--- src/rtl/mem1r1w_config.svh ---
`ifndef MEM1R1W_CONFIG_SVH
`define MEM1R1W_CONFIG_SVH

// data word
`define MEM_WIDTH 32

// home banks, upper address bits
`define MEM_NUM_BANK 8
`define MEM_BANK_BITS 3

// rows per bank, lower address bits
`define MEM_NUM_ROW 64
`define MEM_ROW_BITS 6

// logical address is {bank, row}
`define MEM_ADDR_BITS 9

`endif

--- src/rtl/mem1r1w_pkg.sv ---
`include "mem1r1w_config.svh"

package mem1r1w_pkg;

  typedef logic [`MEM_WIDTH-1:0]     data_t;
  typedef logic [`MEM_BANK_BITS-1:0] bank_t;
  typedef logic [`MEM_ROW_BITS-1:0]  row_t;
  typedef logic [`MEM_ADDR_BITS-1:0] addr_t;

  // cache slot of a row holds the word of this bank
  typedef struct packed {
    logic  cached;
    bank_t bank;
  } map_entry_t;

  // one home bank access
  typedef struct packed {
    logic  rd;
    logic  wr;
    row_t  row;
    data_t wdata;
  } bank_cmd_t;

  // one map entry and cached word update
  typedef struct packed {
    logic       en;
    row_t       row;
    map_entry_t entry;
    data_t      data;
  } map_wr_t;

  typedef struct packed {
    logic  vld;
    bank_t bank;
    row_t  row;
  } mem_req_t;

  typedef enum logic [1:0] {
    STEER_IDLE,
    STEER_HOME,
    STEER_CACHE
  } steer_e;

  typedef enum logic {
    INIT_SWEEP,
    INIT_DONE
  } init_state_e;

endpackage

--- src/rtl/read_path.sv ---
`timescale 1ns/1ps

`include "mem1r1w_config.svh"

module read_path (
  input  logic                    clk,
  input  logic                    rstvld,
  input  mem1r1w_pkg::mem_req_t   rd_req,
  input  mem1r1w_pkg::map_entry_t entry,
  input  mem1r1w_pkg::data_t      cdata,
  input  mem1r1w_pkg::data_t      bank_rdata,
  output mem1r1w_pkg::bank_t      rd_bank,
  output logic                    vread_vld,
  output mem1r1w_pkg::data_t      vdout
);

  import mem1r1w_pkg::*;

  logic  vld_q;
  logic  hit_q;
  bank_t bank_q;
  data_t cdata_q;
  logic  hit;

  // the cache holds the requested word
  assign hit = entry.cached && (entry.bank == rd_req.bank);

  always_ff @(posedge clk) begin
    if (rstvld) begin
      vld_q <= 1'b0;
    end else begin
      vld_q <= rd_req.vld;
    end
  end

  // lookup captured with the bank read, before this cycle's write lands
  always_ff @(posedge clk) begin
    if (rd_req.vld) begin
      hit_q   <= hit;
      bank_q  <= rd_req.bank;
      cdata_q <= cdata;
    end
  end

  assign rd_bank   = bank_q;
  assign vread_vld = vld_q;
  assign vdout     = hit_q ? cdata_q : bank_rdata;

endmodule

--- config.mk ---
export PLATFORM = sky130hd
export DESIGN_NAME = read_path
export DESIGN_NICKNAME = d
export VERILOG_FILES = /design/src/rtl/mem1r1w_pkg.sv /design/src/rtl/read_path.sv
export VERILOG_INCLUDE_DIRS = /design/src /design/src/rtl
export SDC_FILE = /design/constraint.sdc
export NUM_CORES = 1
export LEC_CHECK = 0
export ABC_AREA = 1
export BUFFER_PORTS_ARGS = -buffer_cell sky130_fd_sc_hd__buf_2
export CORE_MARGIN = 3
export CORE_UTILIZATION = 42
export DETAILED_ROUTE_END_ITERATION = 6
export HOLD_SLACK_MARGIN = 0.03
export PLACE_DENSITY = 0.8
export SYNTH_ARGS = -nofsm -noshare
export SYNTH_HDL_FRONTEND = slang
export SYNTH_SLANG_ARGS = --single-unit
--- constraint.sdc ---
create_clock -name clk -period 1.3 [get_ports clk]
set_input_delay 0.195 -clock clk [delete_from_list [all_inputs] [get_ports clk]]
set_output_delay 0.195 -clock clk [all_outputs]
set_load 0.01 [all_outputs]
# ---- Word level (Yosys, flattened, before mapping)
# Cells that the tools add are included.
# Widths: inputs -> output; s select.
dict set report totals {
  elab_cells 7
  output_inout_bits 36
  reg_bits 37
}
dict set report op_classes {
  n_reduce_logical 1
  eq_ne 1
  mux 1
}
# cell count
set op_table {}
lappend op_table {{$mux 32} 1}
lappend op_table {{$eq 3x3->1} 1}
lappend op_table {{$logic_and 1x1->1} 1}

# ---- Longest topological paths before layout
dict set report logic_depth {
  depth_word 2
  depth_mapped 5
  mapped_depth_nobuf 5
}

# ---- Worst setup path after synthesis
# OpenSTA, ideal clock, no wires.
dict set report synth_path {
  path_kind {reg2out}
  start {register hit_q}
  end {output vdout[10]}
  path_slack_ns 0.271
  stages_incl_launch_ff 4
  n_path_buf 2
  arrival_ns 0.834
  path_cell_list {edfxtp_1 buf_6 buf_8 o21ai_2}
}
dict set report synth_between {
  elab_chain_len 1
}
# element line_no
set synth_rtl {}
lappend synth_rtl {{start: declaration} read_path.sv:20} ;# logic hit_q;
lappend synth_rtl {{start signal: assignment} read_path.sv:39} ;# hit_q <= hit;
lappend synth_rtl {{$mux 32} read_path.sv:47} ;# assign vdout = hit_q ? cdata_q : bank_rdata;
lappend synth_rtl {{end: declaration} read_path.sv:14} ;# output mem1r1w_pkg::data_t vdout
# Every way passes these cells.

# ---- Worst setup path after layout
dict set report layout_path {
  start {register hit_q}
  end {output vdout[28]}
}
# Same word-level chain as after synthesis.

==> impl_metrics.py <==
metrics = {
    "placed_design": {
        "dp_slack_ns": 0.123,
        "io_buffers": 109,
        "place.gp.congestion": 0.725,
        "placed_cell_area_um2": 2360,
        "dp_hpwl_um": 2620,
        "dp.cells": 314,
    },
    "setup_path": {
        "worstPathRequired_ns": 1.11,
        "worst_setup_path_end_kind": "primary output",
        "critical_path.top_delay_family": "buffers and inverters",
        "crit_slowest_cell": "edfxtp_1",
        "cp-start-kind": "register",
        "worstPathCellList": "buf_6, clkbuf_16, o21ai_2, buf_2",
        "cp_num_buf_inv": 3,
        "cp_data_arrival_time_ns": 1.25,
        "worstSetupPathType": "register to primary output",
        "crit_path_max_incr_delay_ns": 0.38,
        "path_max_fanout": 8,
    },
    "clock_network": {
        "cts_hold_buf": 0,
        "clock-root-buffer": "clkbuf_8",
        "cts_tree": "built",
        "htree_levels": 2,
        "cts_buffers": 5,
        "clk_path_buf_depth": 2,
        "clkSinkCount": 37,
        "clk_pin_slew_ns": 0.07,
    },
    "detailed_routing": {
        "wire_per_inst_um": 11.6,
        "dr.pass1.iters": 4,
        "post_drt_via_cell_ratio": 4.33,
        "drc": 0,
        "vias": 1416,
        "drt-total-wl_um": 3800,
        "final_antenna_net_count": 0,
        "drt_iter0_drc": 43,
    },
    "pwr": {
        "power_leakage_nw": 1.31,
        "p_clk_share_pct": 26.8,
        "seqPwrFrac_pct": 52.0,
        "combPwrFrac_pct": 21.2,
        "vdd_ir_drop_max_uv": 678,
        "swShare_pct": 24.9,
        "p_per_area_nw_per_um2": 1080,
        "internal_power_mw": 2.08,
        "switchingPower_uw": 688,
    },
    "run_status": {
        "outcome": "finished, violations left",
        "violations": "setup timing",
    },
    "synth": {
        "ys_seq_area_share_pct": 61.6,
        "yosys.cell_types.count": 13,
        "syn_area_um2": 1790,
        "avgSynthCellArea_um2": 11.2,
        "ys_ff_latch": 37,
        "yosys_warnings": 0,
        "synthCells": 159,
        "synthesis.nets": 239,
    },
    "global_routing": {
        "grt_pass1_vias": 1289,
        "grt_usage_pct": 13.5,
        "overflow": 0,
        "antenna_found_initial": 0,
        "grt_pass1_wl_um": 5350,
        "grt_max_degree": 38,
    },
    "layout": {
        "final_area_um2": 2560,
        "final_cells": 327,
        "utilization_pct": 63.0,
        "final_cell_mix": "109 x buf_2, 40 x inv_1, 36 x edfxtp_1",
        "final_common_cell": "buf_2",
        "nets": 356,
        "diodes": 0,
        "area_delta_synth_final_pct": 43.0,
        "drive_above_1_share_pct": 59.9,
    },
    "floorplanning": {
        "initial_utilization_pct": 44.1,
        "rows": 23,
        "coreArea_um2": 4060,
        "die_y_um": 71.2,
        "dieWidth_um": 71.2,
        "io_pins": 116,
        "dieArea_um2": 5080,
    },
    "timing": {
        "setup_viol": 32,
        "drv_slew": 0,
        "min_period_ns": 1.45,
        "fin_ws_ns": -0.148,
        "slew_headroom_pct": 86.4,
        "grt_setup_unrepaired": "yes",
        "tightest_slew_ns": 0.203,
        "finalHoldViolations": 0,
        "period_share_pct": 111,
        "tns_ns": -3.87,
        "fmax_mhz": 690,
    },
    "worst_hold_path": {
        "hold_path.class": "primary input to register",
    },
    "flow_run": {
        "maxCapViolations": 0,
    },
}
power groups by stage:
| stage | clock network, mW | logic [mW] | registers (mW) |
|---|---|---|---|
| floorplan | 0 | 0.294 | 1.46 |
| global placement | 0 | 0.517 | 1.46 |
| detailed placement | 0 | 0.531 | 1.46 |
| CTS | 0.777 | 0.535 | 1.44 |
| global route | 0.819 | 0.644 | 1.45 |
| finish | 0.742 | 0.587 | 1.44 |
cell type report:
type | count | area [µm²]
well taps | 50 | 62.6
fillers | 338 | 1500
multi-input cells | 75 | 474
flip-flops and latches | 37 | 1100
clock buffers | 8 | 80.1
repair buffers | 117 | 689
inverters | 40 | 150
metrics by stage:
stage	hold slack (ns)	power (mW)
floorplan	0.266	1.76
global placement	0.351	1.98
detailed placement	0.352	1.99
CTS	0.0489	2.75
global route	0.0597	2.91
finish	0.0623	2.77
final timing paths:
check   endpoint  startpoint  cells past startpoint  slack, ns
max    vdout[28]       hit_q                      4      -0.15
min    vread_vld      rstvld                      2       0.06
cells in the mapped netlist:
library cell  number  share of area, %
inv_1             40               8.4
nand2_1           37               7.8
edfxtp_1          36                60
o21ai_2           29                14
buf_6              3               1.9
buf_8              3               2.5
o21ai_0            3              0.84
nand2_2            2              0.70
nor2_1             2              0.42
a21oi_1            1              0.28
buf_12             1               1.1
dfxtp_1            1               1.1
nand3_1            1              0.28
flip-flops by register name, summed over array words and instances, names as in the netlist:
register,cells
hit_q,1
cdata_q,32
vread_vld,1
rd_bank,3
cell families after synthesis:
logic type / Yosys count / synth area share, %
DFF: 37 / 61.6
and+or+nand+nor: 42 / 9.17
buffers and inverters: 47 / 13.9
AOI/OAI and AO/OA: 33 / 15.3
routing by layer:
metal / global-route usage [%] / vias up / part of all wire [%]
li1: - / 736 / -
met1: 15.1 / 617 / 37
met2: 23.9 / 61 / 54
met3: 4.77 / 2 / 8.4
met4: 4.59 / 0 / 0.42
met5: 0 / - / 0
timing repair:
| item | in CTS | in global routing |
|---|---|---|
| setup buffers | 0 | 1 |
| endpoints found under the setup margin | 32 | 32 |
| pin swaps | 0 | 16 |
| cloned | 0 | 4 |
| resized for setup | 3 | 14 |
Power figures use the tool's default switching activity.
