===== src/rtl/mem1r1w_config.svh =====
`ifndef MEM1R1W_CONFIG_SVH
`define MEM1R1W_CONFIG_SVH

// data word
`define MEM_WIDTH 32

// home banks, upper address bits
`define MEM_NUM_BANK 8
`define MEM_BANK_BITS 3

// rows per bank, lower address bits
`define MEM_NUM_ROW 64
`define MEM_ROW_BITS 6

// logical address is {bank, row}
`define MEM_ADDR_BITS 9

`endif


===== src/rtl/mem1r1w_pkg.sv =====
`include "mem1r1w_config.svh"

package mem1r1w_pkg;

  typedef logic [`MEM_WIDTH-1:0]     data_t;
  typedef logic [`MEM_BANK_BITS-1:0] bank_t;
  typedef logic [`MEM_ROW_BITS-1:0]  row_t;
  typedef logic [`MEM_ADDR_BITS-1:0] addr_t;

  // cache slot of a row holds the word of this bank
  typedef struct packed {
    logic  cached;
    bank_t bank;
  } map_entry_t;

  // one home bank access
  typedef struct packed {
    logic  rd;
    logic  wr;
    row_t  row;
    data_t wdata;
  } bank_cmd_t;

  // one map entry and cached word update
  typedef struct packed {
    logic       en;
    row_t       row;
    map_entry_t entry;
    data_t      data;
  } map_wr_t;

  typedef struct packed {
    logic  vld;
    bank_t bank;
    row_t  row;
  } mem_req_t;

  typedef enum logic [1:0] {
    STEER_IDLE,
    STEER_HOME,
    STEER_CACHE
  } steer_e;

  typedef enum logic {
    INIT_SWEEP,
    INIT_DONE
  } init_state_e;

endpackage


===== src/rtl/home_bank.sv =====
`timescale 1ns/1ps

`include "mem1r1w_config.svh"

module home_bank (
  input  logic                   clk,
  input  mem1r1w_pkg::bank_cmd_t cmd,
  output mem1r1w_pkg::data_t     rdata
);

  import mem1r1w_pkg::*;

  data_t mem [`MEM_NUM_ROW];

  // single port, write lands at the edge
  always_ff @(posedge clk) begin
    if (cmd.wr) begin
      mem[cmd.row] <= cmd.wdata;
    end
  end

  // registered read, output holds between reads
  always_ff @(posedge clk) begin
    if (cmd.rd) begin
      rdata <= mem[cmd.row];
    end
  end

  // one access per cycle on a single-port array
  a_one_access : assert property (
    @(posedge clk) !(cmd.rd && cmd.wr)
  ) else $error("home_bank: read and write in the same cycle at %0t", $time);

endmodule


===== config.mk =====
export PLATFORM = sky130hd
export DESIGN_NAME = home_bank
export DESIGN_NICKNAME = d
export VERILOG_FILES = /design/src/rtl/mem1r1w_pkg.sv /design/src/rtl/home_bank.sv
export VERILOG_INCLUDE_DIRS = /design/src /design/src/rtl
export SDC_FILE = /design/constraint.sdc
export NUM_CORES = 2
export LEC_CHECK = 0
export ABC_CLOCK_PERIOD_IN_PS = 9600
export BUFFER_PORTS_ARGS = -buffer_cell sky130_fd_sc_hd__buf_2
export CORE_UTILIZATION = 60
export DETAILED_ROUTE_END_ITERATION = 8
export PLACE_DENSITY = 0.76
export SYNTH_ARGS = -nofsm -noshare
export SYNTH_HDL_FRONTEND = slang
export SYNTH_SLANG_ARGS = --single-unit
export TNS_END_PERCENT = 1

===== constraint.sdc =====
create_clock -name clk -period 9.6 [get_ports clk]
set_input_delay 0.96 -clock clk [delete_from_list [all_inputs] [get_ports clk]]
set_output_delay 0.96 -clock clk [all_outputs]
set_load 0.01 [all_outputs]

# == Word-level counts from Yosys, hierarchy flattened ==
# Memory sizes are Yosys's and may differ from the RTL's. A register that Yosys moved wholly into a read port is not among the register bits.
# Cells that the tools add are included.
# classes
bitwise,0
shifts,0
n_reduce_logical,0
eq_ne,0
multipliers,0
muxes,2
n_addsub,0
magnitude_cmp,0
div_mod_pow,0
# op_table
cell,n
1-bit 2-to-1 mux,2
# word_totals
out_inout_bits,32
ramBits,2048
mem_count,1
latch_bits,0
romBits,0
word_cells,3
regBits,0
inputBits,41
# mem_list
memory,depth,word_bits,read_ports,rd_clocked_by_memory_dff,wr,line,source
mem,64,32,1,1,1,home_bank.sv:13,data_t mem [`MEM_NUM_ROW];

# == Logic depth before layout (Yosys ltp) ==
# logic_depth
word_depth,2
depth_mapped,13

# == Worst setup path after synthesis ==
# No wires, ideal clock.
# synth_path
path_type,input port to flip-flop
start,input cmd[34] (netlist bit)
end,"memory mem[15][0] (netlist bit), enable pin"
n_path_buf,6
t_arrival_ps,3778
path_slack_ps,5401
path_stages,8
setup_ps,421
path_cell_list,buf_2 buf_2 buf_2 buf_2 buf_2 buf_2 nand3_1 nor2_1
# synth_lines
element,line,source
"start, declared",home_bank.sv:7,"input mem1r1w_pkg::bank_cmd_t cmd,"
"end, declared",home_bank.sv:13,
# Straight into the memory's write port.

==> flow_metrics.tcl <==
set metrics [dict create \
    outcome "finished, violations left" \
    violations "DRC, capacitance limit, slew limit" \
    start_util_pct 60.8 \
    clk_pin_slew_ps 60 \
    synthArstFlopShare_pct 0 \
    finalSetupViolCount 0 \
    vdd_ir_drop_max_uv 205 \
    crit_fanout 66 \
    cts_root_buf "clkbuf_16" \
    end_kind "register" \
    cts_made_buffers 196 \
    drt-met1-wl_microns 73800 \
    dr.pass1.iters 9 \
    dpl.hpwl_microns 113000 \
    fin_ws_ps 4600 \
    fmax_mhz 200 \
    wl_per_cell_microns 32.7 \
    p_switching_mw 3.94 \
    setup.worst_path.class "input port to register" \
    die_w_microns 365 \
    fp.dieH_microns 365 \
    drt-initial-drc-count 6995 \
    ant_nets 0 \
    rows 132 \
    yosys_warnings 0 \
    avgViaCountPerCell 6.98 \
    overflow 0 \
    track_usage_pct 30.9 \
    gp_congestion 0.867 \
    syn_area_per_cell_sq_um 18.7 \
    area_growth_pct 11.3 \
    grt_start_max_net_pins 121 \
    cts-resized-gates 0 \
    nets 4391 \
    ys_top_cells_by_area "edfxtp_1 79%, mux2i_1 3.3%, mux4_2 2.7%" \
    internal-power_mw 14.4 \
    h-tree-depth 4 \
    hold_path_class "register to register" \
    finalCritPeriodShare_pct 52.1 \
    p_seq_share_pct 55.0 \
    grt_pass1_vias 42600 \
    multi_input_area_sq_um 16000 \
    sw_frac_of_total_pct 21.4 \
    power.density_nw_per_um2 208 \
    wl_met3_microns 23800 \
    clock-sinks 2080 \
    cp_top_family "buffers and inverters" \
    clock_latency_ps 830 \
    antenna_found_initial 8 \
    power_mw 18.4 \
    synth_largest_area_cell "edfxtp_1" \
    topRoutingLayerUsed "met5" \
    grt_pass1_wl_microns 294000 \
    fin_setup_tns_ps 0 \
    synth_nets 4280 \
    synth_edf_count 2080 \
    min_period_ps 5000 \
    ios 73 \
    cap_viol_max_count 1 \
    synth.cell_area_sq_um 79200 \
    drcViolationCount 1 \
    ff_latch_area_sq_um 62500 \
    final_cell_mix "2,080 x edfxtp_1, 259 x mux2i_1, 203 x clkbuf_16, 188 x a22oi_1, 175 x a221oi_1" \
    crit_path_cell_trace "buf_8 -> buf_4 -> buf_4 -> nor2b_4 -> buf_4 -> a221o_1 -> o21ai_0 -> nand3_1 -> a2111oi_0 -> nand3_1" \
    synth_cells 4239 \
    synth_top_area_share_pct 78.8 \
    cp-start-kind "input port" \
    met2_length_microns 95800 \
    max_slew_margin_pct -3.56 \
    post-route-util_pct 67.7 \
    power_frac_comb_pct 5.1 \
    fin_skew_ps 35.5 \
    ys_ff_latch 2080 \
    final_max_slew_viol_count 2 \
    ys_seq_area_share_pct 78.8 \
    cts_setup_buffers 0 \
    rsz0062_at_grt "no" \
    vias 43600 \
    crit_top_cell "buf_4" \
    mostFrequentLayoutCell "edfxtp_1" \
    coreArea_sq_um 130000 \
    critPathArrivalTime_ps 5490 \
    die-area_sq_um 134000 \
    n_fill_cell 8038 \
    synth_top_flop_cell "edfxtp_1" \
    crit_buf_inv 4 \
    ys_types 55 \
    drive_above_1_share_pct 18.0 \
    cts_max_path_buffers 3 \
    wirelength_microns 204000 \
    hold_viol 0 \
    worst_slew_pin_slew_ps 1510 \
    tritoncts "done" \
    crit_required_ps 10090 \
    power.leakage_nw 28.3 \
    cpMaxStageDelayCell "a2111oi_0" \
    holdBufCountCts 0 \
    clkPwrFrac_pct 39.9 \
    numPortBuffers 72 \
    pre_cts_ws_ps 3940 \
    max_stage_delay_ps 1340 \
]
kinds of logic after synthesis:
| logic type | share of synthesized area, % |
|---|---|
| AND/OR/NAND/NOR | 2.79 |
| flip-flops | 78.8 |
| buffers and inverters | 1.68 |
| AO/OA/AOI/OAI | 8.63 |
| multiplexers | 8.09 |
power by group through the flow:
| stage | combinational [mW] | sequential [mW] | clock, mW |
|---|---|---|---|
| 5_1_grt | 0.973 | 10.1 | 7.73 |
| 6_report | 0.935 | 10.1 | 7.34 |
| 3_5_place_dp | 0.917 | 10.3 | 0 |
| 3_3_place_gp | 0.897 | 10.3 | 0 |
| 4_1_cts | 0.922 | 10.1 | 7.38 |
| 2_1_floorplan | 0.481 | 10.3 | 0 |
flip-flops by register name (all words and copies together), names as in the netlist:
signal,cells
mem,2048
rdata,32
worst reg2reg max path, cell delays in order, from the launching register on:
cell and delay [ps]:
edfxtp_1 360, a22o_1 210, a221oi_1 240, a211oi_1 210, a2111oi_0 1340, nand3_1 180
routing by layer:
| layer | track usage, % | vias up |
|---|---|---|
| met1 | 42.1 | 22100 |
| met4 | 15.4 | 12 |
| met2 | 47.8 | 3059 |
| met5 | 0 | - |
| li1 | - | 17900 |
| met3 | 6.61 | 526 |
path summary, 6_finish.rpt:
path	cells after the start	end	slack (ps)	start
max	10	rdata[26]	4600	cmd[32]
min	3	rdata[13]	700	mem[32][13]
max reg2reg	5	rdata[26]	6750	mem[45][26]
min reg2reg	3	rdata[13]	700	mem[32][13]
cells in the mapped netlist (all sizes together), types with 2 or more instances:
cell type     n
a2111oi      15
a211oi       17
a21oi       121
a221o        15
a221oi      175
a222oi       16
a22o         66
a22oi       188
a31oi        43
and2          5
and3         85
and3b         2
buf         129
clkbuf      169
edfxtp     2080
inv           2
mux2        147
mux2i       259
mux4         96
nand2        28
nand2b       18
nand3        54
nand3b        2
nand4         3
nor2        145
nor2b         8
nor3         22
nor4         14
o21ai        85
o221ai        6
o22a         70
o22ai        93
o2bb2ai      15
o311ai        2
or3           4
or4          15
or4b         14
per-stage QoR:
step / std cells / cell area (sq um) / hold WS, ps
after global routing: 6245 / 88200 / 737
after CTS: 6244 / 88200 / 697
after floorplan: 4239 / 79200 / 640
after detailed placement: 5893 / 82200 / 679
final: 6248 / 88200 / 698
after global placement: 5893 / 82200 / 677
layout make-up:
cell class	instances	area share (%)
well taps	1742	2.47
clock buffers	247	5.95
multi-input cells	1859	18.2
flip-flops and latches	2080	70.8
repair buffers	211	1.65
inverters	2	0.0170
clock inverters	104	0.882
diodes	3	0.00851
Note: power is estimated with default switching activity, not from simulation.
