--- config.mk ---
export PLATFORM = sky130hd
export DESIGN_NAME = bank_arbiter
export DESIGN_NICKNAME = d
export VERILOG_FILES = /design/src/rtl/mem1r1w_pkg.sv /design/src/rtl/bank_arbiter.sv
export VERILOG_INCLUDE_DIRS = /design/src /design/src/rtl
export SDC_FILE = /design/constraint.sdc
export NUM_CORES = 1
export LEC_CHECK = 0
export ABC_AREA = 1
export BUFFER_PORTS_ARGS = -buffer_cell sky130_fd_sc_hd__buf_2
export CAP_MARGIN = 20
export CORE_AREA = 2 2 177 179
export DETAILED_ROUTE_END_ITERATION = 12
export DIE_AREA = 0 0 179 181
export MAX_ROUTING_LAYER = met4
export SYNTH_ARGS = -nofsm -noshare
export SYNTH_HDL_FRONTEND = slang
export SYNTH_SLANG_ARGS = --single-unit
--- constraint.sdc ---
create_clock -name vclk -period 3.7
set_input_delay 0.37 -clock vclk [all_inputs]
set_output_delay 0.37 -clock vclk [all_outputs]
set_load 0.005 [all_outputs]
--- src/rtl/mem1r1w_config.svh ---
`ifndef MEM1R1W_CONFIG_SVH
`define MEM1R1W_CONFIG_SVH

// data word
`define MEM_WIDTH 32

// home banks, upper address bits
`define MEM_NUM_BANK 8
`define MEM_BANK_BITS 3

// rows per bank, lower address bits
`define MEM_NUM_ROW 64
`define MEM_ROW_BITS 6

// logical address is {bank, row}
`define MEM_ADDR_BITS 9

`endif

--- src/rtl/mem1r1w_pkg.sv ---
`include "mem1r1w_config.svh"

package mem1r1w_pkg;

  typedef logic [`MEM_WIDTH-1:0]     data_t;
  typedef logic [`MEM_BANK_BITS-1:0] bank_t;
  typedef logic [`MEM_ROW_BITS-1:0]  row_t;
  typedef logic [`MEM_ADDR_BITS-1:0] addr_t;

  // cache slot of a row holds the word of this bank
  typedef struct packed {
    logic  cached;
    bank_t bank;
  } map_entry_t;

  // one home bank access
  typedef struct packed {
    logic  rd;
    logic  wr;
    row_t  row;
    data_t wdata;
  } bank_cmd_t;

  // one map entry and cached word update
  typedef struct packed {
    logic       en;
    row_t       row;
    map_entry_t entry;
    data_t      data;
  } map_wr_t;

  typedef struct packed {
    logic  vld;
    bank_t bank;
    row_t  row;
  } mem_req_t;

  typedef enum logic [1:0] {
    STEER_IDLE,
    STEER_HOME,
    STEER_CACHE
  } steer_e;

  typedef enum logic {
    INIT_SWEEP,
    INIT_DONE
  } init_state_e;

endpackage

--- src/rtl/bank_arbiter.sv ---
`timescale 1ns/1ps

`include "mem1r1w_config.svh"

module bank_arbiter (
  input  mem1r1w_pkg::mem_req_t   wr_req,
  input  mem1r1w_pkg::data_t      wdata,
  input  mem1r1w_pkg::mem_req_t   rd_req,
  input  mem1r1w_pkg::map_entry_t wr_entry,
  input  mem1r1w_pkg::data_t      wr_cdata,
  output mem1r1w_pkg::bank_cmd_t  bank_cmd [`MEM_NUM_BANK],
  output mem1r1w_pkg::map_wr_t    map_wr
);

  import mem1r1w_pkg::*;

  steer_e                   steer;
  logic                     old_to_home;
  logic                     old_to_clear;
  logic [`MEM_NUM_BANK-1:0] rd_sel;
  logic [`MEM_NUM_BANK-1:0] home_sel;
  logic [`MEM_NUM_BANK-1:0] wb_sel;

  // the read owns its bank, a colliding write goes to the cache
  always_comb begin
    if (!wr_req.vld) begin
      steer = STEER_IDLE;
    end else if (rd_req.vld && (rd_req.bank == wr_req.bank)) begin
      steer = STEER_CACHE;
    end else begin
      steer = STEER_HOME;
    end
  end

  // displaced word of another bank goes back home
  assign old_to_home = (steer == STEER_CACHE) && wr_entry.cached &&
                       (wr_entry.bank != wr_req.bank);

  // home write makes the cached copy of the same bank stale
  assign old_to_clear = (steer == STEER_HOME) && wr_entry.cached &&
                        (wr_entry.bank == wr_req.bank);

  always_comb begin
    for (int b = 0; b < `MEM_NUM_BANK; b++) begin
      rd_sel[b]   = rd_req.vld && (rd_req.bank == bank_t'(b));
      home_sel[b] = (steer == STEER_HOME) && (wr_req.bank == bank_t'(b));
      wb_sel[b]   = old_to_home && (wr_entry.bank == bank_t'(b));
    end
  end

  always_comb begin
    for (int b = 0; b < `MEM_NUM_BANK; b++) begin
      bank_cmd[b].rd    = rd_sel[b];
      bank_cmd[b].wr    = home_sel[b] || wb_sel[b];
      bank_cmd[b].row   = rd_sel[b] ? rd_req.row : wr_req.row;
      bank_cmd[b].wdata = home_sel[b] ? wdata : wr_cdata;
    end
  end

  always_comb begin
    map_wr = '0;
    case (steer)
      STEER_CACHE: begin
        map_wr.en           = 1'b1;
        map_wr.row          = wr_req.row;
        map_wr.entry.cached = 1'b1;
        map_wr.entry.bank   = wr_req.bank;
        map_wr.data         = wdata;
      end
      STEER_HOME: begin
        if (old_to_clear) begin
          map_wr.en  = 1'b1;
          map_wr.row = wr_req.row;
        end
      end
      default: begin
        map_wr = '0;
      end
    endcase
  end

  // steering must never put two accesses on one single-port bank
  always_comb begin
    a_bank_conflict : assert (((rd_sel & (home_sel | wb_sel)) | (home_sel & wb_sel)) == '0)
      else $error("bank_arbiter: two accesses on one bank at %0t", $time);
  end

endmodule

# Yosys cells after proc, flatten, opt, wreduce, memory -nomap -nowiden
# Cells that the tools add are included.
[totals] regBits=0 input_bits=88 output_inout_bits=363 elab_cells=87
[classes] n_eq_ne=26 n_mux=21 n_reduce_logical=40
[op_table] operator="32-bit 2-to-1 mux" count=8
[op_table] operator="6-bit 2-to-1 mux" count=8
[op_table] operator="3-bit == test, second input constant" count=12
[op_table] operator="36-bit 2-to-1 mux" count=1
[op_table] operator="1-bit logical AND" count=29
[op_table] operator="3-bit by 2-bit == test with 1-bit output, second input constant" count=6
[op_table] operator="7-bit case mux with 2 select lines" count=1
[op_table] operator="3-bit by 1-bit == test with 1-bit output, second input constant" count=3
[op_table] operator="3-bit logical NOT" count=3
[op_table] operator="1-bit logical OR" count=8
[op_table] operator="7-bit 2-to-1 mux" count=1
[op_table] operator="3-bit == test" count=2
[op_table] operator="2-bit 2-to-1 mux" count=2
[op_table] operator="3-bit inequality test" count=1
[op_table] operator="2-bit by 1-bit == test with 1-bit output, second input constant" count=1
[op_table] operator="2-bit == test, second input constant" count=1

# Depth between registers and ports, before layout
# Gate-level depths: netlist (run 1).
[logic_depth] ltp_word=9 ltp_mapped=11 ltp_nobuf=8

# Worst setup path before layout (run 1)
# No wires, ideal clock.
[synth_path] path_kind="in2out" startpoint="input port wr_req[8] (netlist name)" endpoint="output port bank_cmd[17] (netlist name)" arrival_ns=1.432 required_time_ns=3.330 path_slack_ns=1.898 cell_stages=11 path_buffers=4 cell_sequence="buf_2 -> inv_2 -> nand2_1 -> nand2_1 -> nor2_1 -> nand2_2 -> buf_6 -> buf_6 -> buf_2 -> nand4_1 -> nand2_1"
[synth_rtl] element="start, declared" line="bank_arbiter.sv:6" text="input mem1r1w_pkg::mem_req_t wr_req,"
[synth_rtl] element="end, declared" line="bank_arbiter.sv:11" text="output mem1r1w_pkg::bank_cmd_t bank_cmd [`MEM_NUM_BANK],"

==> out/results.ini, run 1 <==
[clock_tree]
holdBufCountCts=0
post_cts_resized=0
postCtsSetupBuffers=0

[logic_synthesis]
yosys_warnings=0
synth.distinct_cells=19
yosys.area_share.adder_pct=0
avgSynthCellArea_um2=4.49
synth-simple-area-share_pct=76.5
syn_area_um2=5560
synth_xor_xnor_area_share_pct=0.158
muxShareOfSynthArea_pct=0
synth_compound_area_share_pct=4.95
yosysSeqAreaShare_pct=0
synth_nets=1326
synth_top_family_by_area=simple AND/OR/NAND/NOR gates
synthCells=1238

[worst_setup_path]
crit_type=in -> out
crit_path_end_kind=primary output
path_max_fanout=105
arrival_ns=2.53
cp-endpoint=bank_cmd[262]
worstPathRequired_ns=3.33
cp-start-kind=input port
cp-startpoint=wr_req[8]

[global_route]
antenna_found_initial=1
grt_usage_pct=21.8
globalRouteMet3Util_pct=1.64
first_global_vias=8718
grt_pass1_wl_mm=53.7
grt_overflow=0
met1_usage_pct=27.5
met2_usage_pct=36.9
grt_max_degree=160
top_usage_layer=met2

[route]
drt_iter0_drc=1013
wl_per_cell_um=19.1
drc_errors=0
routed_via_density=5.14
routed_wirelength_mm=36.8
firstDrtPassIters=6
vias=9907
drtAntennaViolNets=0

[power]
power_frac_clock_pct=0
swShare_pct=65.2
vdd_drop_max_mv=0.109
switching_power_mw=0.604
power_density_nw_per_um2=117
seq_power_share_pct=0
p_leak_nw=4.95
p_comb_share_pct=100.0
power.internal_mw=0.323

[floorplanning]
coreArea_um2=30300
initial_core_util_pct=18.3
rows=64
die_h_um=181
io_pins=451
dieArea_um2=32400
die_w_um=179

[flow_run]
cap_violations=0

[worst_hold_path]
hold_class=in -> out

[finish]
drive_gt1_share_pct=32.7
n_sequential_cell=0
register_area_um2=0
nets=1621
clkbuf_count=0
fillers=3504
diodes=0
final_util_pct=26.1
syn2layout_area_growth_pct=42.3
multi_input_area_um2=4620

[sta]
setup_viol_count_final=0
fin_crit_ns=2.90
relSlewSlack_pct=29.1
rsz0062_at_grt=no
worstMarginPinSlew_ns=1.06
timing.final.crit_share_pct=78.3
fmax_mhz=345
tns_ns=0
drv_slew=0
final_hold_viol_count=0

[place]
gp_congestion=0.876
hpwl_mm=25.9
portBuffers=451

[run_status]
status=complete, no violations

[metrics by stage]
stage          hold slack [ns]  worst slack, ns  area, um^2  total power [mW]  instances
4_1_cts                   1.04            0.784        7910             0.923       1927
6_report                  1.04            0.803        7910             0.927       1927
3_5_place_dp              1.04            0.788        7910             0.919       1927
2_1_floorplan            0.845             1.90        5560             0.481       1238
3_3_place_gp              1.04            0.822        7910             0.914       1927
5_1_grt                   1.07            0.595        7910              1.02       1927
[kinds of logic after synthesis]
| group | after synthesis |
|---|---|
| compound gates | 55 |
| xor+xnor | 1 |
| buf+inv | 244 |
| simple gates | 938 |
[layer usage]
metal | routed length (um) | up-vias
met5 | 0 | -
met4 | 1200 | 0
met3 | 3230 | 75
met2 | 17700 | 677
met1 | 14700 | 4466
li1 | - | 4689
[critical path, stage by stage]
cell and delay [ns]:
buf_2 0.19, inv_2 0.23, nand2_1 0.08, nand2_1 0.07, nor2_1 0.08, nand2_8 0.16
buf_4 0.73, nand4_1 0.21, nand2_1 0.13, buf_2 0.11
[cells in the final DEF, fill, tap and decap left out]
| cell | n |
|---|---|
| inv_2 | 5 |
| nand4_1 | 265 |
| nor2_1 | 45 |
| nor3_1 | 10 |
| nor2_4 | 9 |
| buf_4 | 16 |
| clkinv_1 | 1 |
| xnor2_1 | 1 |
| clkbuf_8 | 1 |
| nand2_2 | 1 |
| nand3_2 | 8 |
| nand3_1 | 2 |
| inv_1 | 55 |
| o21ai_0 | 48 |
| nand2_1 | 597 |
| buf_12 | 9 |
| buf_2 | 450 |
| a21oi_1 | 7 |
| nand2_8 | 1 |
[worst min-delay path by stage]
| stage | from | end | cells past startpoint |
|---|---|---|---|
| global route | wr_req[5] | bank_cmd[237] | 4 |
| CTS | wr_req[5] | bank_cmd[237] | 4 |
| global placement | wr_req[2] | bank_cmd[234] | 4 |
| floorplan | wr_req[6] | map_wr[32] | 2 |
| detailed placement | wr_req[5] | bank_cmd[237] | 4 |
| finish | wr_req[2] | bank_cmd[234] | 4 |
[Yosys cell counts (all sizes together)]
cell type	n	area [um^2]
a21oi	7	35.0
buf	86	423
clkbuf	97	370
clkinv	1	3.75
inv	60	225
nand2	599	2250
nand3	10	80.1
nand4	265	1660
nor2	54	210
nor3	10	50.1
o21ai	48	240
xnor2	1	8.76
[power groups by stage]
stage                     logic (mW)  clock network [mW]  registers, mW
after floorplan                0.481                   0              0
after global placement         0.914                   0              0
after detailed placement       0.919                   0              0
after CTS                      0.923                   0              0
after global routing            1.02                   0              0
final                          0.927                   0              0
[final cells by class]
type	instances	area share, %
inverter	61	2.89
multi-input combinational	994	58.4
tap	396	6.26
timing repair buffer	476	32.4
No activity file was read; power rests on OpenSTA's default activity.
==> run 2, diff against run 1 <==
- clock period: 3.7 -> 3 ns (I/O delays scaled with it)
==> run 2 against run 1 <==
Against the previous run:
- final cell count grew 0.47%
- first-iteration DRC count shrank 3.4%
- die area is the same
- via count up 0.80%
- critical path depth stayed put
- design area grew 0.54%
- largest cell class unchanged
==> out/results.ini, run 2 (same netlist as run 1, synthesis figures left out) <==
[run_status]
status=complete, no violations

[worst_setup_path]
path_buf_inv=4
crit_top_cell=nand2_1
critPathTopFamily=buffers and inverters
max_stage_delay_ns=0.57
path_cells=buf_2, inv_2, nand2_1, nand2_1, nor2_1, nand2_8, buf_4, nand4_1, nand2_1, buf_2
slowest_stage=buf_4
crit_type=in -> out
cp-start-kind=input port
worstPathRequired_ns=2.70
path_max_fanout=75
crit_path_end_kind=primary output
path_depth=10
arrival_ns=2.18

[sta]
setup_viol_count_final=0
timing.final.crit_share_pct=82.8
fmax_mhz=403
final_hold_viol_count=0
worstMarginPinSlew_ns=0.821
relSlewSlack_pct=45.1
drv_slew=0
fin_crit_ns=2.48
rsz0062_at_grt=no
tns_ns=0

[finish]
drive_gt1_share_pct=33.1
final_area_um2=7950
fillers=3519
register_area_um2=0
syn2layout_area_growth_pct=43.1
final_cell_mix=nand2_1, buf_2, nand4_1, inv_1, o21ai_0
clkbuf_count=0
final_common_cell=nand2_1
n_sequential_cell=0
diodes=0
nets=1630

[worst_hold_path]
hold_class=in -> out
hold_path_depth=4

[clock_tree]
post_cts_resized=0
holdBufCountCts=0
postCtsSetupBuffers=0

[global_route]
grt_usage_pct=22.3
grt_pass1_wl_mm=54.7
grt_max_degree=133
first_global_vias=8804
grt_overflow=0
antenna_found_initial=1

[route]
routed_wirelength_mm=37.4
drt_iter0_drc=979
drtAntennaViolNets=0
vias=9986
firstDrtPassIters=6
wl_per_cell_um=19.3
routed_via_density=5.16
drc_errors=0

[floorplanning]
die_h_um=181
rows=64
io_pins=451
coreArea_um2=30300
dieArea_um2=32400
die_w_um=179
initial_core_util_pct=18.3

[power]
vdd_drop_max_mv=0.0731
p_leak_nw=4.98
power_density_nw_per_um2=145

[place]
gp_congestion=0.889
portBuffers=451
hpwl_mm=26.8
place_area_um2=7950

[flow_run]
cap_violations=0

==> run 2: layer usage <==
layer	routed length, um	global-route usage, %	vias up
met3	3430	1.41	77
li1	-	-	4698
met2	17800	37.5	732
met5	0	-	-
met1	15000	28.4	4479
met4	1190	7.02	0
==> run 2: final timing paths <==
path	from	end	slack (ns)
worst max-delay path	wr_req[8]	bank_cmd[209]	0.52
worst min-delay path	wr_req[2]	bank_cmd[234]	0.91
==> run 2: cell type report <==
cell class         instances  area (um^2)  share of cell area, %
inverters                 61          229                   2.88
multi-input cells        994         4620                   58.1
well taps                396          495                   6.23
repair buffers           485         2610                   32.8
==> run 2: power by group <==
part           total (mW)  switching [mW]  internal [mW]
combinational        1.15           0.752          0.402
clock                   0               0              0
sequential              0               0              0
total                1.15           0.752          0.402
==> run 2: stage by stage <==
stage,hold slack [ns],worst slack (ns),util [%],power [mW],std cells
after floorplan,0.705,1.34,-,0.594,1238
after global placement,0.903,0.551,26.2,1.14,1936
after detailed placement,0.910,0.510,26.2,1.14,1936
after CTS,0.914,0.501,26.2,1.15,1936
after global routing,0.944,0.349,26.2,1.27,1936
final,0.913,0.517,26.2,1.15,1936
