==> config.mk <==
export PLATFORM = sky130hd
export DESIGN_NAME = map_table
export DESIGN_NICKNAME = d
export VERILOG_FILES = /design/src/rtl/mem1r1w_pkg.sv /design/src/rtl/map_table.sv
export VERILOG_INCLUDE_DIRS = /design/src /design/src/rtl
export SDC_FILE = /design/constraint.sdc
export NUM_CORES = 2
export LEC_CHECK = 0
export ABC_AREA = 1
export BUFFER_PORTS_ARGS = -buffer_cell sky130_fd_sc_hd__buf_2
export CELL_PAD_IN_SITES_DETAIL_PLACEMENT = 2
export CELL_PAD_IN_SITES_GLOBAL_PLACEMENT = 2
export CORE_ASPECT_RATIO = 0.7
export CORE_MARGIN = 3
export CORE_UTILIZATION = 38
export CTS_BUF_LIST = sky130_fd_sc_hd__clkbuf_4 sky130_fd_sc_hd__clkbuf_8
export DETAILED_ROUTE_END_ITERATION = 12
export PLACE_DENSITY = 0.86
export RECOVER_POWER = 50
export SYNTH_ARGS = -nofsm -noshare
export SYNTH_HDL_FRONTEND = slang
export SYNTH_SLANG_ARGS = --single-unit
==> constraint.sdc <==
create_clock -name clk -period 3.4 [get_ports clk]
set_clock_uncertainty 0.2 [all_clocks]
set_input_delay 0.34 -clock clk [delete_from_list [all_inputs] [get_ports clk]]
set_output_delay 0.34 -clock clk [all_outputs]
set_load 0.1 [all_outputs]
==> src/rtl/mem1r1w_config.svh <==
`ifndef MEM1R1W_CONFIG_SVH
`define MEM1R1W_CONFIG_SVH

// data word
`define MEM_WIDTH 32

// home banks, upper address bits
`define MEM_NUM_BANK 8
`define MEM_BANK_BITS 3

// rows per bank, lower address bits
`define MEM_NUM_ROW 64
`define MEM_ROW_BITS 6

// logical address is {bank, row}
`define MEM_ADDR_BITS 9

`endif

==> src/rtl/mem1r1w_pkg.sv <==
`include "mem1r1w_config.svh"

package mem1r1w_pkg;

  typedef logic [`MEM_WIDTH-1:0]     data_t;
  typedef logic [`MEM_BANK_BITS-1:0] bank_t;
  typedef logic [`MEM_ROW_BITS-1:0]  row_t;
  typedef logic [`MEM_ADDR_BITS-1:0] addr_t;

  // cache slot of a row holds the word of this bank
  typedef struct packed {
    logic  cached;
    bank_t bank;
  } map_entry_t;

  // one home bank access
  typedef struct packed {
    logic  rd;
    logic  wr;
    row_t  row;
    data_t wdata;
  } bank_cmd_t;

  // one map entry and cached word update
  typedef struct packed {
    logic       en;
    row_t       row;
    map_entry_t entry;
    data_t      data;
  } map_wr_t;

  typedef struct packed {
    logic  vld;
    bank_t bank;
    row_t  row;
  } mem_req_t;

  typedef enum logic [1:0] {
    STEER_IDLE,
    STEER_HOME,
    STEER_CACHE
  } steer_e;

  typedef enum logic {
    INIT_SWEEP,
    INIT_DONE
  } init_state_e;

endpackage

==> src/rtl/map_table.sv <==
`timescale 1ns/1ps

`include "mem1r1w_config.svh"

module map_table (
  input  logic                    clk,
  input  logic                    rstvld,
  input  mem1r1w_pkg::row_t       rd_row1,
  input  mem1r1w_pkg::row_t       rd_row2,
  input  mem1r1w_pkg::map_wr_t    map_wr,
  output mem1r1w_pkg::map_entry_t entry1,
  output mem1r1w_pkg::map_entry_t entry2,
  output mem1r1w_pkg::data_t      cdata1,
  output mem1r1w_pkg::data_t      cdata2,
  output logic                    ready
);

  import mem1r1w_pkg::*;

  map_entry_t  entries [`MEM_NUM_ROW];
  data_t       cache [`MEM_NUM_ROW];
  init_state_e state;
  row_t        sweep_row;
  logic        sweeping;

  assign sweeping = (state == INIT_SWEEP);

  // sweep one row per cycle after reset
  always_ff @(posedge clk) begin
    if (rstvld) begin
      state     <= INIT_SWEEP;
      sweep_row <= '0;
    end else begin
      case (state)
        INIT_SWEEP: begin
          sweep_row <= sweep_row + 1'b1;
          if (sweep_row == row_t'(`MEM_NUM_ROW - 1)) begin
            state <= INIT_DONE;
          end
        end
        default: begin
          state <= INIT_DONE;
        end
      endcase
    end
  end

  // entries and cached words
  always_ff @(posedge clk) begin
    if (sweeping) begin
      entries[sweep_row] <= '0;
    end else if (map_wr.en) begin
      entries[map_wr.row] <= map_wr.entry;
      cache[map_wr.row]   <= map_wr.data;
    end
  end

  // port 1 looks up the write row, port 2 the read row
  assign entry1 = entries[rd_row1];
  assign cdata1 = cache[rd_row1];
  assign entry2 = entries[rd_row2];
  assign cdata2 = cache[rd_row2];

  assign ready = (state == INIT_DONE);

  // requests are gated upstream until the sweep is over
  a_no_write_in_sweep : assert property (
    @(posedge clk) disable iff (rstvld)
    sweeping |-> !map_wr.en
  ) else $error("map_table: map write during init sweep at %0t", $time);

endmodule

==> results of run 1 <==
[synthesized netlist by cell type (all sizes together)]
cell type  instances
dfxtp              7
edfxtp          2304
clkinv             3
nor2             144
nor3               9
o21ai              5
nand2           5072
nand4              5
buf              816
ha                 1
nand3           4303
a21oi              5
clkbuf           182
or2                2
nor3b              4
inv               35
[timing repair]
action | 4_1_cts
setup buffers | 7
pin swaps | 51
gates resized for setup | 284
setup endpoints to repair | 71
hold endpoints to repair | 2094
hold buffers | 46
[logic make-up after synthesis]
group / Yosys count / share of synthesized area (%)
and+or+nand+nor: 9539 / 35.7
AOI/OAI and AO/OA: 10 / 0.0628
DFF: 2311 / 60.0
buffers and inverters: 1036 / 4.25
adders and majority gates: 1 / 0.0108
[per-stage QoR]
stage,cells,setup TNS (ns),cell area [um^2]
after CTS,17500,-0.512,136000
after detailed placement,16800,-0.448,127000
after global placement,16800,-0.345,127000
after floorplan,12900,-578.65,116000
==> load_flow_metrics.sql, run 1 <==
INSERT INTO impl_metrics (metric_group, metric, value, unit) VALUES
('synthesis', 'yosysWarnings', '0', ''),
('die', 'floorplan.initialDensity', '38.4', '%'),
('place', 'place.gp.congestion', '0.880', ''),
('synthesis', 'syn_area_per_cell', '8.96', 'um^2'),
('clocking', 'clock_tree.htree_level_count', '5', ''),
('timing', 'gr_repair_worst_ep', 'cdata2[31]', ''),
('die', 'die-height', '467', 'um'),
('synthesis', 'synth_cells', '12900', ''),
('synthesis', 'ys_top_cells_by_area', 'sky130_fd_sc_hd__edfxtp_1 60%, sky130_fd_sc_hd__nand3_1 19%, sky130_fd_sc_hd__nand2_1 16%, sky130_fd_sc_hd__buf_2 2.8%, sky130_fd_sc_hd__clkbuf_1 0.59%', ''),
('synthesis', 'synth.lib_cells_used.distinct', '31', ''),
('die', 'rows', '168', ''),
('status', 'stop_stage', 'global routing', ''),
('clocking', 'cts_buffers', '381', ''),
('die', 'chipWidth', '665', 'um'),
('die', 'design.portCount', '130', ''),
('place', 'dp_hpwl', '387000', 'um'),
('status', 'run_status', 'stopped before the end', ''),
('place', 'port_buffers', '129', ''),
('timing', 'worst_endpoint_kind', 'primary output', ''),
('synthesis', 'seq_area_frac_synth', '60.0', '%'),
('synthesis', 'post-synth-top-area-cell', 'sky130_fd_sc_hd__edfxtp_1', ''),
('synthesis', 'netlist.area_leader.share', '59.9', '%'),
('synthesis', 'syn-num-nets', '13000', ''),
('global_routing', 'grt_max_degree', '119', ''),
('synthesis', 'syn-cell-area', '0.116', 'mm^2'),
('status', 'first-error', '[ERROR GRT-0228] Horizontal edge usage exceeds the maximum allowed. (22, 58) usage=65535 limit=3200', ''),
('clocking', 'cts-root-buf', 'sky130_fd_sc_hd__clkbuf_8', ''),
('synthesis', 'ys_seq_elements', '2311', ''),
('clocking', 'clock_sinks', '2311', ''),
('clocking', 'clk_path_buf_depth', '4', ''),
('place', 'place_ws', '-0.217', 'ns');
==> run 2: changes to the inputs <==
--- a/config.mk
+++ b/config.mk
@@ -8,14 +8,10 @@
 export LEC_CHECK = 0
 export ABC_AREA = 1
 export BUFFER_PORTS_ARGS = -buffer_cell sky130_fd_sc_hd__buf_2
-export CELL_PAD_IN_SITES_DETAIL_PLACEMENT = 2
-export CELL_PAD_IN_SITES_GLOBAL_PLACEMENT = 2
-export CORE_ASPECT_RATIO = 0.7
 export CORE_MARGIN = 3
-export CORE_UTILIZATION = 38
-export CTS_BUF_LIST = sky130_fd_sc_hd__clkbuf_4 sky130_fd_sc_hd__clkbuf_8
+export CORE_UTILIZATION = 35
 export DETAILED_ROUTE_END_ITERATION = 12
-export PLACE_DENSITY = 0.86
+export PLACE_DENSITY_LB_ADDON = 0.15
 export RECOVER_POWER = 50
 export SYNTH_ARGS = -nofsm -noshare
 export SYNTH_HDL_FRONTEND = slang
==> constraint.sdc (replaced) <==
create_clock -name clk -period 4.4 [get_ports clk]
set_clock_uncertainty 0.2 [all_clocks]
set_input_delay 0.44 -clock clk [delete_from_list [all_inputs] [get_ports clk]]
set_output_delay 0.44 -clock clk [all_outputs]
set_load 0.1 [all_outputs]
==> load_flow_metrics.sql, run 2 <==
INSERT INTO impl_metrics (metric_group, metric, value, unit) VALUES
('die', 'core_area', '0.328', 'mm^2'),
('route', 'post_drt_via_cell_ratio', '5.89', ''),
('synthesis', 'ys_seq_elements', '2311', ''),
('synthesis', 'seq_area_frac_synth', '60.0', '%'),
('synthesis', 'post-synth-top-count-cell', 'sky130_fd_sc_hd__nand2_1', ''),
('pwr', 'cellPowerDensity', '399', 'mW/mm^2'),
('die', 'chipWidth', '581', 'um'),
('pwr', 'irDropWorstVdd', '313', 'uV'),
('finish', 'cell_count_final_fillers_out', '17400', ''),
('place', 'port_buffers', '129', ''),
('route', 'detail_route.iter0.violations', '14000', ''),
('route', 'drt.antenna.violating_nets', '0', ''),
('route', 'drt-total-wl', '493000', 'um'),
('timing', 'final.period_utilization', '94.6', '%'),
('flow_run', 'maxCapViolCount', '49', ''),
('synthesis', 'synth.cells.most_frequent', '5071 x sky130_fd_sc_hd__nand2_1, 4302 x sky130_fd_sc_hd__nand3_1, 2304 x sky130_fd_sc_hd__edfxtp_1', ''),
('timing', 'rsz0062_at_grt', 'false', ''),
('finish', 'layout.cells.most_common', 'sky130_fd_sc_hd__nand2_1', ''),
('global_routing', 'grt_overflow_total', '0', ''),
('global_routing', 'first_pass_grt_wire_length', '698000', 'um'),
('worst_setup_path', 'start_kind', 'flip-flop', ''),
('synthesis', 'async_set_or_reset_register_ratio_after_synthesis', '0', '%'),
('clocking', 'clk_path_buf_depth', '4', ''),
('global_routing', 'grt_use_met3', '5.31', '%'),
('global_routing', 'antenna_found_initial', '29', ''),
('timing', 'timing_hold_violations_final', '0', ''),
('worst_setup_path', 'timing.critical_path.fanout_max', '32', ''),
('synthesis', 'ys.flop_type', 'sky130_fd_sc_hd__edfxtp_1', ''),
('finish', 'design.final.nets', '12900', ''),
('worst_setup_path', 'timing.critical_path.required', '4.68', 'ns'),
('die', 'rows', '210', ''),
('synthesis', 'synth.lib_cells_used.distinct', '31', ''),
('route', 'drc', '0', ''),
('clocking', 'cts_buffers', '275', ''),
('global_routing', 'grt_max_degree', '167', ''),
('finish', 'most-common-layout-cells', '5072 x sky130_fd_sc_hd__nand2_1, 4302 x sky130_fd_sc_hd__nand3_1, 2304 x sky130_fd_sc_hd__edfxtp_1', ''),
('place', 'postPlaceCellArea', '0.124', 'mm^2'),
('worst_setup_path', 'worst_ep_arrival_time', '4.44', 'ns'),
('timing', 'whs', '0.0885', 'ns'),
('finish', 'drive_above_1_share', '7.83', '%'),
('route', 'count_of_tritonroute_iterations_in_the_first_routing_pass', '7', ''),
('timing', 'min_period', '4.16', 'ns'),
('synthesis', 'synth_cells', '12900', ''),
('clocking', 'clk_pin_slew', '0.06', 'ns'),
('synthesis', 'syn-cell-area', '0.116', 'mm^2'),
('worst_hold_path', 'min_path_cells', '4', ''),
('timing', 'timing_worst_slew_pin_value', '3.38', 'ns'),
('clocking', 'clock_tree_from_tritoncts', 'built', ''),
('worst_setup_path', 'crit_type', 'reg -> reg', ''),
('clocking', 'clock_tree.htree_level_count', '5', ''),
('status', 'run_status', 'complete, but fails checks', ''),
('synthesis', 'syn_area_per_cell', '8.96', 'um^2'),
('worst_setup_path', 'worst_r2r_path_depth', '7', ''),
('clocking', 'post_cts_resize_count', '0', ''),
('timing', 'setup-violations-final', '0', ''),
('place', 'dp_hpwl', '274000', 'um'),
('synthesis', 'ys_top_cells_by_area', 'sky130_fd_sc_hd__edfxtp_1 60%, sky130_fd_sc_hd__nand3_1 19%, sky130_fd_sc_hd__nand2_1 16%, sky130_fd_sc_hd__buf_2 2.8%, sky130_fd_sc_hd__clkbuf_1 0.59%', ''),
('synthesis', 'number_of_synthesized_flops_with_an_enable_pin', '2304', ''),
('finish', 'post-route-cell-area', '0.133', 'mm^2'),
('global_routing', 'gr-usage-all-layers', '28.2', '%'),
('timing', 'report.final.slew_viol_count', '2420', ''),
('die', 'die-height', '581', 'um'),
('place', 'dp_cells', '16900', ''),
('die', 'floorplan.die_area', '0.337', 'mm^2'),
('route', 'wire_per_inst', '28.4', 'um'),
('finish', 'utilization', '40.6', '%'),
('worst_setup_path', 'kind_of_end_point_of_the_critical_path', 'flip-flop', ''),
('status', 'failed_checks', 'max-capacitance violations, max-slew violations', ''),
('finish', 'largest_register_ffs', '2048', ''),
('global_routing', 'gr-usage-met2', '44.0', '%'),
('synthesis', 'post-synth-top-area-cell', 'sky130_fd_sc_hd__edfxtp_1', ''),
('finish', 'top_register_by_number_of_flip_flops', 'cache', ''),
('global_routing', 'global_route.usage.met1', '36.7', '%'),
('timing', 'maximum_clock_rate', '240', 'MHz'),
('synthesis', 'syn-num-nets', '13000', ''),
('timing', 'finalSetupTns', '0', 'ns'),
('route', 'vias', '102000', ''),
('timing', 'slew-limit-headroom', '-125', '%'),
('synthesis', 'netlist.area_leader.share', '59.9', '%'),
('finish', 'area_growth', '15.1', '%'),
('pwr', 'power_leakage', '49.7', 'nW'),
('global_routing', 'grt_pass1_vias', '97500', ''),
('worst_hold_path', 'timing.hold.worst.class', 'in -> reg', ''),
('clocking', 'clock_sinks', '2311', ''),
('die', 'design.portCount', '130', ''),
('clocking', 'clock_latency_at_the_later_pin_of_the_worst_skew_pair', '0.93', 'ns'),
('finish', 'biggestRegsByFlops', 'cache x2048, entries x256, sweep_row x6', ''),
('place', 'place.gp.congestion', '0.875', ''),
('clocking', 'cts-root-buf', 'sky130_fd_sc_hd__clkbuf_16', ''),
('global_routing', 'gr-max-usage-layer', 'met2', ''),
('synthesis', 'yosysWarnings', '0', ''),
('die', 'floorplan.initialDensity', '35.2', '%');
-- run 2: cell counts after synthesis --
No cell type changed its count.
-- run 2: layer usage --
| layer | routed length [um] | up-vias |
|---|---|---|
| li1 | - | 44500 |
| met1 | 192000 | 49700 |
| met2 | 220000 | 6564 |
| met3 | 49800 | 1496 |
| met4 | 32000 | 22 |
| met5 | 132 | - |
-- run 2: through the flow --
stage,power [mW],worst slack [ns]
2_1_floorplan,28.1,-0.158
3_3_place_gp,30.9,0.540
3_5_place_dp,31.0,0.542
4_1_cts,53.2,0.540
5_1_grt,54.6,0.259
6_report,53.0,0.238
-- run 2: worst max-delay path, stage by stage, from the launching register on --
cell and delay [ns]:
sky130_fd_sc_hd__dfxtp_1 0.42, sky130_fd_sc_hd__nand2_1 0.23, sky130_fd_sc_hd__buf_4 0.28, sky130_fd_sc_hd__inv_1 0.23, sky130_fd_sc_hd__nand3_1 0.14, sky130_fd_sc_hd__clkbuf_1 0.52
sky130_fd_sc_hd__nor2_4 0.21, sky130_fd_sc_hd__buf_2 1.38
-- run 2: cell families (layout without fill, tap and decap cells) --
kind of cell             count (synthesis)  after routing  share of synthesized area, %
AO/OA/AOI/OAI                           10             10                        0.0628
adder cells (fa/ha/maj)                  1              1                        0.0108
buffers and inverters                 1036           1161                          4.25
flip-flops                            2311           2311                          60.0
other                                    0              8                             0
AND/OR/NAND/NOR                       9539           9539                          35.7
-- run 2: power breakdown --
part / switching (mW) / leakage [nW] / internal, mW
sequential: 0.00942 / 21.1 / 24.2
clock: 9.55 / 4.20 / 12.8
combinational: 4.75 / 24.3 / 1.68
-- run 2: area by class of cell --
| class | instances | area (um^2) |
|---|---|---|
| fillers | 31400 | 195000 |
| multi-input cells | 9550 | 41800 |
| clock buffers | 355 | 7370 |
| repair buffers | 633 | 7580 |
| flip-flops and latches | 2311 | 69300 |
| well taps | 4346 | 5440 |
| diodes | 8 | 20.0 |
| clock inverters | 135 | 1240 |
| inverters | 38 | 249 |
-- run 2: timing repair --
item                      4_1_cts  5_1_grt
buffers inserted                0        0
hold endpoints to repair      555        0
hold buffers                   19        0
-- run 2: worst paths after layout --
kind,startpoint,endpoint,slack [ns]
max,ready$_SDFF_PP0_,cache[8][26]$_DFFE_PP_,0.24
min,map_wr[38],cache[57][11]$_DFFE_PP_,0.09
max reg2reg,ready$_SDFF_PP0_,cache[8][26]$_DFFE_PP_,0.24
min reg2reg,sweep_row[5]$_SDFFE_PP0N_,ready$_SDFF_PP0_,0.34
Power figures use the tool's default switching activity.
